$ cat src/design/sst_settings.svh
`ifndef SST_SETTINGS_SVH
`define SST_SETTINGS_SVH

// save-state address space seen by cpu and host
`define SS_AW 11

// sniffer covers ss_addr 0x000 to 0x1ff
`define SNIF_AW 9

// cpu side register pair
`define SST_ADDR_REG 16'h40f2
`define SST_DATA_REG 16'h40f3

// signature byte at 0x0cf
`define SS_MAGIC 8'h53

// disabled joypad key
`define KEY_OFF 8'hff

`endif

$ cat src/design/nes_bus_pkg.sv
`default_nettype none

package nes_bus_pkg;

	// one cpu bus cycle, sampled on the rising edge of m2
	typedef struct packed
	{
		logic [15:0] cpu_addr;
		logic [7:0] cpu_dat;
		logic cpu_rw;
	} cpu_bus_t;

	// ppu register index, cpu_addr[2:0] within $2000-$3fff
	typedef enum logic [2:0]
	{
		PPU_CTRL = 3'd0,
		PPU_MASK = 3'd1,
		PPU_STAT = 3'd2,
		PPU_OADR = 3'd3,
		PPU_ODAT = 3'd4,
		PPU_SCRL = 3'd5,
		PPU_ADDR = 3'd6,
		PPU_DATA = 3'd7
	} ppu_reg_e;

	// low byte of the nmi vector
	localparam logic [15:0] NMI_VEC_LO = 16'hfffa;

	// joypad strobe write and joypad 1 read
	localparam logic [15:0] JOY_PORT = 16'h4016;

endpackage

`default_nettype wire

$ cat src/design/sst_pkg.sv
`default_nettype none

`include "sst_settings.svh"

package sst_pkg;

	// user settings from the menu
	typedef struct packed
	{
		logic ss_on;
		logic ss_btn;
		logic fds_sw;
		logic [7:0] key_save;
		logic [7:0] key_load;
	} sys_cfg_t;

	// what caused the last request
	typedef struct packed
	{
		logic btn;
		logic load;
		logic save;
	} ss_src_t;

	// towards the external save-state memory
	typedef struct packed
	{
		logic act;
		logic we;
		logic [`SS_AW-1:0] addr;
	} ss_ctrl_t;

endpackage

`default_nettype wire

$ cat src/design/ram_dp.sv
`default_nettype none

module ram_dp
#(
	parameter int ADDR_W = 6
)
(
	input logic m2,
	input logic we,
	input logic [ADDR_W-1:0] wr_addr,
	input logic [7:0] din,
	input logic [ADDR_W-1:0] rd_addr,
	output logic [7:0] dout
);

	logic [7:0] mem [2**ADDR_W];

	always_ff @(posedge m2)
	begin
		if (we)
		begin
			mem[wr_addr] <= din;
		end
	end

	// registered read, data follows the address by one cycle
	always_ff @(posedge m2)
	begin
		dout <= mem[rd_addr];
	end

endmodule

`default_nettype wire

$ cat src/design/joy_rdr.sv
`default_nettype none

module joy_rdr
(
	input logic m2,
	input logic map_rst,
	input nes_bus_pkg::cpu_bus_t bus,
	output logic [7:0] joy
);

	logic port_hit;
	logic strobe;
	logic [8:0] shreg;

	assign port_hit = bus.cpu_addr == nes_bus_pkg::JOY_PORT;

	always_ff @(posedge m2)
	begin
		if (map_rst)
		begin
			strobe <= 1'b0;
			shreg <= 9'd0;
			joy <= 8'h00;
		end
		else
		begin
			if (port_hit && !bus.cpu_rw)
			begin
				strobe <= bus.cpu_dat[0];
			end

			// sentinel in bit 0, a full byte once it reaches bit 8
			if (strobe)
			begin
				shreg <= 9'd1;
			end
			else if (shreg[8])
			begin
				joy <= shreg[7:0];
			end
			else if (port_hit && bus.cpu_rw)
			begin
				// first button ends up in the msb
				shreg <= {shreg[7:0], bus.cpu_dat[0] | bus.cpu_dat[1]};
			end
		end
	end

endmodule

`default_nettype wire

$ cat src/design/sniffer.sv
`default_nettype none

`include "sst_settings.svh"

module sniffer
(
	input logic m2,
	input nes_bus_pkg::cpu_bus_t bus,
	input logic sniff_off,
	input sst_pkg::ss_src_t ss_src,
	input logic [`SNIF_AW-1:0] rd_addr,
	output logic [7:0] dout
);

	nes_bus_pkg::ppu_reg_e ppu_idx;
	logic ppu_ce;
	logic apu_ce;
	logic ppu_rd;
	logic ppu_we;
	logic apu_we;
	logic pal_we;
	logic oam_we;

	logic [7:0] ppu_ctrl;
	logic [7:0] ppu_mask;
	logic [15:0] ppu_scrl;
	logic [13:0] vram_addr;
	logic wr_tog;
	logic [7:0] oam_addr;

	logic [5:0] mem_wa;
	logic [5:0] mem_wa_pm;
	logic [5:0] mem_ra_pm;
	logic mem_we;
	logic [7:0] mem_do;
	logic [7:0] oam_do;

	logic [7:0] regs_byte;
	logic [7:0] regs_q;
	logic sel_oam_q;
	logic sel_mem_q;

	assign ppu_idx = nes_bus_pkg::ppu_reg_e'(bus.cpu_addr[2:0]);

	// $2000-$3fff with mirrors, $4000-$401f
	assign ppu_ce = bus.cpu_addr[15:13] == 3'b001;
	assign apu_ce = bus.cpu_addr[15:5] == 11'h200;

	assign ppu_rd = ppu_ce && bus.cpu_rw;
	assign ppu_we = ppu_ce && !bus.cpu_rw && !sniff_off;
	assign apu_we = apu_ce && !bus.cpu_rw && !sniff_off;
	assign pal_we = ppu_we && ppu_idx == nes_bus_pkg::PPU_DATA && vram_addr[13:8] == 6'h3f;
	assign oam_we = ppu_we && ppu_idx == nes_bus_pkg::PPU_ODAT;

	always_ff @(posedge m2)
	begin
		if (ppu_rd && ppu_idx == nes_bus_pkg::PPU_STAT)
		begin
			wr_tog <= 1'b0;
		end

		if (ppu_we)
		begin
			case (ppu_idx)
				nes_bus_pkg::PPU_CTRL: ppu_ctrl <= bus.cpu_dat;
				nes_bus_pkg::PPU_MASK: ppu_mask <= bus.cpu_dat;
				nes_bus_pkg::PPU_OADR: oam_addr <= bus.cpu_dat;
				nes_bus_pkg::PPU_ODAT: oam_addr <= oam_addr + 8'd1;
				nes_bus_pkg::PPU_SCRL:
				begin
					if (wr_tog)
						ppu_scrl[7:0] <= bus.cpu_dat;
					else
						ppu_scrl[15:8] <= bus.cpu_dat;
					wr_tog <= !wr_tog;
				end
				// scroll and vram address share the toggle
				nes_bus_pkg::PPU_ADDR:
				begin
					if (wr_tog)
						vram_addr[7:0] <= bus.cpu_dat;
					else
						vram_addr[13:8] <= bus.cpu_dat[5:0];
					wr_tog <= !wr_tog;
				end
				default: ;
			endcase
		end

		// ctrl bit 2 picks across or down
		if (ppu_ce && ppu_idx == nes_bus_pkg::PPU_DATA)
		begin
			vram_addr <= vram_addr + (ppu_ctrl[2] ? 14'd32 : 14'd1);
		end
	end

	// apu regs in the lower half, palette in the upper
	assign mem_wa = apu_ce ? {1'b0, bus.cpu_addr[4:0]} : {1'b1, vram_addr[4:0]};
	assign mem_we = apu_we || pal_we;

	// backdrop entries share one cell
	assign mem_wa_pm = (mem_wa[5] && mem_wa[3:0] == 4'd0) ? 6'h20 : mem_wa;
	assign mem_ra_pm = (rd_addr[5] && rd_addr[3:0] == 4'd0) ? 6'h20 : rd_addr[5:0];

	ram_dp #(
		.ADDR_W(6)
	) regs_mem (
		.m2(m2),
		.we(mem_we),
		.wr_addr(mem_wa_pm),
		.din(bus.cpu_dat),
		.rd_addr(mem_ra_pm),
		.dout(mem_do)
	);

	ram_dp #(
		.ADDR_W(8)
	) oam_mem (
		.m2(m2),
		.we(oam_we),
		.wr_addr(oam_addr),
		.din(bus.cpu_dat),
		.rd_addr(rd_addr[7:0]),
		.dout(oam_do)
	);

	always_comb
	begin
		case (rd_addr[5:0])
			6'd0: regs_byte = ppu_ctrl;
			6'd1: regs_byte = ppu_mask;
			6'd2: regs_byte = ppu_scrl[15:8];
			6'd3: regs_byte = ppu_scrl[7:0];
			6'd15: regs_byte = `SS_MAGIC;
			6'd63: regs_byte = {5'd0, ss_src};
			default: regs_byte = 8'hff;
		endcase
	end

	// select registered alongside the ram read
	always_ff @(posedge m2)
	begin
		regs_q <= regs_byte;
		sel_oam_q <= rd_addr[8];
		sel_mem_q <= rd_addr[7:6] == 2'b10;
	end

	assign dout = sel_oam_q ? oam_do : (sel_mem_q ? mem_do : regs_q);

endmodule

`default_nettype wire

$ cat src/design/ss_sw.sv
`default_nettype none

`include "sst_settings.svh"

module ss_sw
(
	input logic m2,
	input logic map_rst,
	input nes_bus_pkg::cpu_bus_t bus,
	input sst_pkg::sys_cfg_t sys_cfg,
	input logic data_hit,
	output logic ss_act,
	output logic ss_we,
	output logic sniff_off,
	output sst_pkg::ss_src_t ss_src
);

	logic [7:0] joy1;
	logic joy_hit_save;
	logic joy_hit_load;
	logic btn_hit;
	logic hit;
	logic hit_q;
	logic ss_req;
	logic ss_ack;
	logic nmi;
	logic game_out;
	logic game_ret;

	joy_rdr joy_inst (
		.m2(m2),
		.map_rst(map_rst),
		.bus(bus),
		.joy(joy1)
	);

	assign joy_hit_save = joy1 == sys_cfg.key_save && sys_cfg.key_save != `KEY_OFF;
	assign joy_hit_load = joy1 == sys_cfg.key_load && sys_cfg.key_load != `KEY_OFF;
	// the button is shared with the fds disk swap
	assign btn_hit = sys_cfg.ss_btn && !sys_cfg.fds_sw;
	assign hit = sys_cfg.ss_on && (joy_hit_save || joy_hit_load || btn_hit);

	assign nmi = bus.cpu_rw && bus.cpu_addr == nes_bus_pkg::NMI_VEC_LO;
	assign game_out = nmi && ss_req && !ss_ack;
	assign game_ret = nmi && ss_ack;

	always_ff @(posedge m2)
	begin
		if (map_rst)
		begin
			hit_q <= 1'b0;
			ss_req <= 1'b0;
			ss_act <= 1'b0;
			ss_ack <= 1'b0;
		end
		else
		begin
			hit_q <= hit;

			// no new request while the handler runs
			if (ss_act)
				ss_req <= 1'b0;
			else if (hit && !hit_q)
				ss_req <= 1'b1;

			if (game_out)
				ss_act <= 1'b1;
			else if (game_ret)
				ss_act <= 1'b0;

			if (game_ret || !ss_act)
				ss_ack <= 1'b0;
			else if (data_hit && !bus.cpu_rw)
				ss_ack <= 1'b1;
		end
	end

	always_ff @(posedge m2)
	begin
		if (hit && !hit_q && !ss_act)
		begin
			ss_src <= '{btn: btn_hit, load: joy_hit_load, save: joy_hit_save};
		end
	end

	assign ss_we = data_hit && !bus.cpu_rw && ss_act;

	// handler writes before ack must not reach the shadow copies
	assign sniff_off = ss_act && !ss_ack;

endmodule

`default_nettype wire

$ cat src/design/sst_controller.sv
`default_nettype none

`include "sst_settings.svh"

module sst_controller
(
	input logic m2,
	input logic map_rst,
	input nes_bus_pkg::cpu_bus_t bus,
	input sst_pkg::sys_cfg_t sys_cfg,
	input logic [7:0] ss_di,
	output logic [7:0] ss_do,
	output logic ss_oe_cpu,
	output sst_pkg::ss_ctrl_t ss_ctrl,
	input logic pi_req,
	input logic [`SS_AW-1:0] pi_addr,
	output logic pi_ack,
	output logic [7:0] pi_dat
);

	logic addr_hit;
	logic data_hit;
	logic [`SS_AW-1:0] cpu_ss_addr;
	logic [`SS_AW-1:0] ss_addr;
	logic snif_ce;
	logic [7:0] snif_do;
	logic ss_act;
	logic ss_we;
	logic sniff_off;
	sst_pkg::ss_src_t ss_src;
	logic req_q;

	assign addr_hit = bus.cpu_addr == `SST_ADDR_REG;
	assign data_hit = bus.cpu_addr == `SST_DATA_REG;

	// address written high byte first, low bits shift up
	always_ff @(posedge m2)
	begin
		if (map_rst)
			cpu_ss_addr <= '0;
		else if (addr_hit && !bus.cpu_rw)
			cpu_ss_addr <= {cpu_ss_addr[`SS_AW-9:0], bus.cpu_dat};
		else if (data_hit)
			cpu_ss_addr <= cpu_ss_addr + 1'b1;
	end

	assign ss_addr = pi_req ? pi_addr : cpu_ss_addr;

	// 0x080 to 0x1ff comes from the sniffer
	assign snif_ce = ss_addr[`SS_AW-1:`SNIF_AW] == '0 && ss_addr[`SNIF_AW-1:7] != '0;
	assign ss_do = snif_ce ? snif_do : ss_di;
	assign ss_oe_cpu = data_hit && bus.cpu_rw;

	assign ss_ctrl.act = ss_act;
	assign ss_ctrl.we = ss_we;
	assign ss_ctrl.addr = ss_addr;

	// host read, one cycle for the ram, one to capture
	always_ff @(posedge m2)
	begin
		if (map_rst)
		begin
			req_q <= 1'b0;
			pi_ack <= 1'b0;
		end
		else
		begin
			req_q <= pi_req;
			pi_ack <= pi_req && req_q;
		end
	end

	always_ff @(posedge m2)
	begin
		if (pi_req && req_q && !pi_ack)
		begin
			pi_dat <= ss_do;
		end
	end

	ss_sw ss_sw_inst (
		.m2(m2),
		.map_rst(map_rst),
		.bus(bus),
		.sys_cfg(sys_cfg),
		.data_hit(data_hit),
		.ss_act(ss_act),
		.ss_we(ss_we),
		.sniff_off(sniff_off),
		.ss_src(ss_src)
	);

	sniffer snif_inst (
		.m2(m2),
		.bus(bus),
		.sniff_off(sniff_off),
		.ss_src(ss_src),
		.rd_addr(ss_addr[`SNIF_AW-1:0]),
		.dout(snif_do)
	);

endmodule

`default_nettype wire

$ cat config.mk
export PLATFORM = sky130hd
export DESIGN_NAME = sst_controller
export DESIGN_NICKNAME = d
export VERILOG_FILES = /design/src/design/nes_bus_pkg.sv /design/src/design/sst_pkg.sv /design/src/design/ram_dp.sv /design/src/design/joy_rdr.sv /design/src/design/sniffer.sv /design/src/design/ss_sw.sv /design/src/design/sst_controller.sv
export VERILOG_INCLUDE_DIRS = /design/src /design/src/design
export SDC_FILE = /design/constraint.sdc
export NUM_CORES = 2
export LEC_CHECK = 0
export BUFFER_PORTS_ARGS = -buffer_cell sky130_fd_sc_hd__buf_4
export CAP_MARGIN = 20
export CORE_ASPECT_RATIO = 0.9
export CORE_MARGIN = 2
export CORE_UTILIZATION = 65
export CTS_BUF_LIST = sky130_fd_sc_hd__clkbuf_16
export DETAILED_ROUTE_END_ITERATION = 6
export GPL_ROUTABILITY_DRIVEN = 0
export PLACE_DENSITY = 0.81
export SLEW_MARGIN = 10
export SYNTH_ARGS = -nofsm -noshare
export SYNTH_HDL_FRONTEND = slang
export SYNTH_HIERARCHICAL = 1
export SYNTH_SLANG_ARGS = --single-unit
$ cat constraint.sdc
create_clock -name m2 -period 7.4 [get_ports m2]
set_input_delay 1.48 -clock m2 [delete_from_list [all_inputs] [get_ports m2]]
set_output_delay 1.48 -clock m2 [all_outputs]
set_load 0.03 [all_outputs]
==> results_dict.tcl <==
set metrics [dict create \
    clockRootBuffer "clkbuf_16" \
    p_leak_nw 35.4 \
    period_share 0.656 \
    worst_setup_hold_path_clk_slew_ns 0.07 \
    post-place-ws_ns 1.83 \
    worstRegToRegCells 8 \
    ant_nets 0 \
    drv_cap 0 \
    ir_drop_mv 0.233 \
    instances_no_fill 7704 \
    critPathLaunch "pi_req" \
    cts_sinks 2687 \
    finalSetupTns_ns 0 \
    maxSlewHeadroom 0.176 \
    end_kind "flip-flop" \
    portBuffers 96 \
    firstDrtPassIters 7 \
    r2r_end "snif_inst/oam_mem/dout[5]$_DFF_P_" \
    grt_usage 0.320 \
    drc_errors 5 \
    finalWirelength_mm 263 \
    synth_edf_count 2625 \
    ctsResizeCount 0 \
    nFillCells 8841 \
    synthFlopType "edfxtp_1" \
    placed_cells 7233 \
    hold_violations 0 \
    fin_ws_ns 2.54 \
    io_pins 97 \
    synth_nets 5294 \
    ys_warn_count 6 \
    worstPathRequired_ns 8.12 \
    drive_gt1_frac 0.218 \
    synth_seq_cells 2687 \
    rr_startpoint "cpu_ss_addr[0]$_SDFFE_PP0P_" \
    setup_viol 0 \
    grt_pass1_wl_mm 381 \
    powerDensity_nw_per_um2 264 \
    arrival_ns 5.57 \
    critical_path.endpoint "snif_inst/oam_mem/dout[5]$_DFF_P_" \
    cts_setup_buffers 0 \
    first_global_vias 55023 \
    drv_slew 0 \
    hp-class "flip-flop to flip-flop" \
    dp.final_hpwl_mm 148 \
    post-route-util 0.719 \
    finalCriticalPeriod_ns 4.86 \
    multiInputGateArea_sq_um 23700 \
    syn2layout_area_growth_pct 10.0 \
    critPathLaunchType "input pin" \
    synth_cells 5223 \
    fp.coreArea_sq_um 162000 \
    overflow 0 \
    nets 5419 \
    grt_max_degree 218 \
    fmax_mhz 206 \
    h-tree-depth 4 \
    reg2reg_slack_ns 2.92 \
    avgSynthCellArea_sq_um 20.2 \
    seq_area_sq_um 80100 \
    grt_setup_unrepaired "false" \
    cts_buffer_depth 3 \
    yosysSeqAreaShare 0.758 \
    async_flop_share 0 \
    violations "design-rule violations" \
    avgViaCountPerCell 7.23 \
    tightestPinTransition_ns 1.23 \
    die-area_sq_um 166000 \
    finClkSkew_ns 0.0497 \
    cts_tree "done" \
    wl_per_cell_um 34.2 \
    drt-initial-drc-count 8442 \
    cts_made_buffers 241 \
    initial_core_util 0.654 \
    cts_hold_buffers 0 \
    cp_max_fo 56 \
    status "finished with violations" \
    syn_area_sq_um 106000 \
    antenna_found_initial 12 \
    rows 140 \
    synth_cell_types 96 \
    die_h_um 386 \
    path_class "input pin to flip-flop" \
    vias 55722 \
    dieWidth_um 429 \
    clock_latency_ns 0.89 \
]
-- power by group --
group | total, W | internal, W | switching, W
logic | 0.00148 | 0.000517 | 0.000963
registers | 0.0168 | 0.0167 | 0.0000486
clock network | 0.0125 | 0.00691 | 0.00557
-- cell usage in the layout (no fill, tap or decap), types with 9 or more instances in the layout --
master,Yosys,final
a211oi_1,24,24
a21oi_1,122,122
a221oi_1,19,19
a22oi_1,137,137
a31oi_1,9,9
and2_1,9,9
buf_12,10,20
buf_4,44,164
buf_8,13,9
bufinv_16,0,27
clkbuf_16,0,243
clkinv_1,1,61
clkinv_2,0,48
clkinvlp_4,0,11
dfxtp_1,62,62
diode_2,0,11
edfxtp_1,2625,2625
inv_1,12,65
mux2_2,34,30
mux2i_1,174,174
mux4_2,588,588
nand2_1,130,130
nand2b_1,17,17
nand3_1,71,71
nand3b_1,9,9
nand4_1,25,25
nor2_1,397,394
nor2b_1,52,49
nor3_1,40,40
nor4_1,31,30
o211ai_1,14,14
o21ai_0,44,42
o221ai_1,54,54
o22ai_1,42,42
xnor2_1,18,18
xor2_1,10,10
-- cells in the mapped netlist, types with 5 or more instances --
cell,n,share of area
a211oi_1,24,0.0017
a21oi_1,122,0.0058
a221oi_1,19,0.0016
a22o_1,8,0.00066
a22oi_1,137,0.0097
a31oi_1,9,0.00053
and2_1,9,0.00053
and3_1,5,0.00030
buf_1,27,0.00096
buf_12,10,0.0019
buf_2,46,0.0022
buf_4,44,0.0031
buf_6,27,0.0029
buf_8,13,0.0018
clkbuf_1,145,0.0052
dfxtp_1,62,0.012
edfxtp_1,2625,0.75
ha_1,5,0.00059
inv_1,12,0.00043
mux2_2,34,0.0036
mux2i_1,174,0.016
mux4_2,588,0.13
nand2_1,130,0.0046
nand2b_1,17,0.0010
nand3_1,71,0.0034
nand3b_1,9,0.00064
nand4_1,25,0.0015
nor2_1,397,0.014
nor2b_1,52,0.0031
nor3_1,40,0.0019
nor4_1,31,0.0018
nor4_2,5,0.00059
o211ai_1,14,0.0010
o21ai_0,44,0.0021
o221ai_1,54,0.0045
o22a_1,5,0.00041
o22ai_1,42,0.0025
o32ai_1,6,0.00050
o41ai_1,5,0.00041
or3_1,6,0.00036
or4_1,6,0.00043
xnor2_1,18,0.0015
xor2_1,10,0.00083
-- worst max-delay path, cell delays in order --
cell	delay (ns)
buf_4	0.20
mux2_8	0.71
buf_12	0.42
mux4_2	0.57
a22o_1	0.29
a221oi_1	0.66
o32ai_1	0.26
nor3_1	0.62
nor4_1	0.18
-- state kept, by name (all words and copies together), names as in the netlist, 3 cells and up --
signal                     flops
pi_dat                         8
snif_inst/regs_mem/dout        8
snif_inst/ppu_mask             8
snif_inst/regs_mem/mem       512
cpu_ss_addr                   11
snif_inst/oam_mem/dout         8
snif_inst/oam_addr             8
snif_inst/ppu_ctrl             8
ss_sw_inst/ss_src              3
ss_sw_inst/joy_inst/shreg      9
snif_inst/ppu_scrl            16
snif_inst/oam_mem/mem       2048
snif_inst/vram_addr           14
ss_sw_inst/joy_inst/joy        8
snif_inst/regs_q               8
-- metal layers --
metal | track usage | routed length (um)
met5 | 0 | 70
met4 | 0.140 | 12200
met1 | 0.436 | 91900
met2 | 0.504 | 127000
met3 | 0.0764 | 32400
-- logic make-up (layout without fill, tap and decap cells) --
| kind of cell | count (synthesis) | in the layout | synth area share |
|---|---|---|---|
| flip-flops | 2687 | 2687 | 0.758 |
| AND/OR/NAND/NOR | 839 | 839 | 0.0381 |
| multiplexers | 798 | 798 | 0.146 |
| AO/OA/AOI/OAI | 541 | 541 | 0.0362 |
| buffers and inverters | 325 | 665 | 0.0185 |
| XOR/XNOR | 28 | 28 | 0.00232 |
| adder cells (fa/ha/maj) | 5 | 5 | 0.000592 |
| other | 0 | 11 | 0 |
-- worst min-delay path by stage --
stage,start,end,cells after the start
after floorplan,ss_sw_inst/ss_req$_SDFFE_PP0P_,ss_sw_inst/ss_req$_SDFFE_PP0P_,2
after global placement,req_q$_SDFF_PP0_,pi_ack$_SDFF_PP0_,2
after detailed placement,req_q$_SDFF_PP0_,pi_ack$_SDFF_PP0_,2
after CTS,req_q$_SDFF_PP0_,pi_ack$_SDFF_PP0_,2
after global routing,req_q$_SDFF_PP0_,pi_ack$_SDFF_PP0_,2
final,req_q$_SDFF_PP0_,pi_ack$_SDFF_PP0_,2
-- area by class of cell --
cell class	instances	share of cell area
Antenna cell	11	0.000237
Tap cell	2130	0.0229
Inverter	13	0.000420
Sequential cell	2687	0.689
Clock inverter	215	0.0157
Multi-Input combinational cell	2211	0.204
Timing Repair Buffer	194	0.0152
Clock buffer	243	0.0523
-- per-stage QoR --
step	hold slack (ns)	instance area, sq um	power (W)
4_1_cts	0.453	116000	0.0308
6_report	0.453	116000	0.0307
5_1_grt	0.476	116000	0.0314
2_1_floorplan	0.427	106000	0.0179
3_3_place_gp	0.436	108000	0.0185
3_5_place_dp	0.437	108000	0.0185
Power figures use the tool's default switching activity.
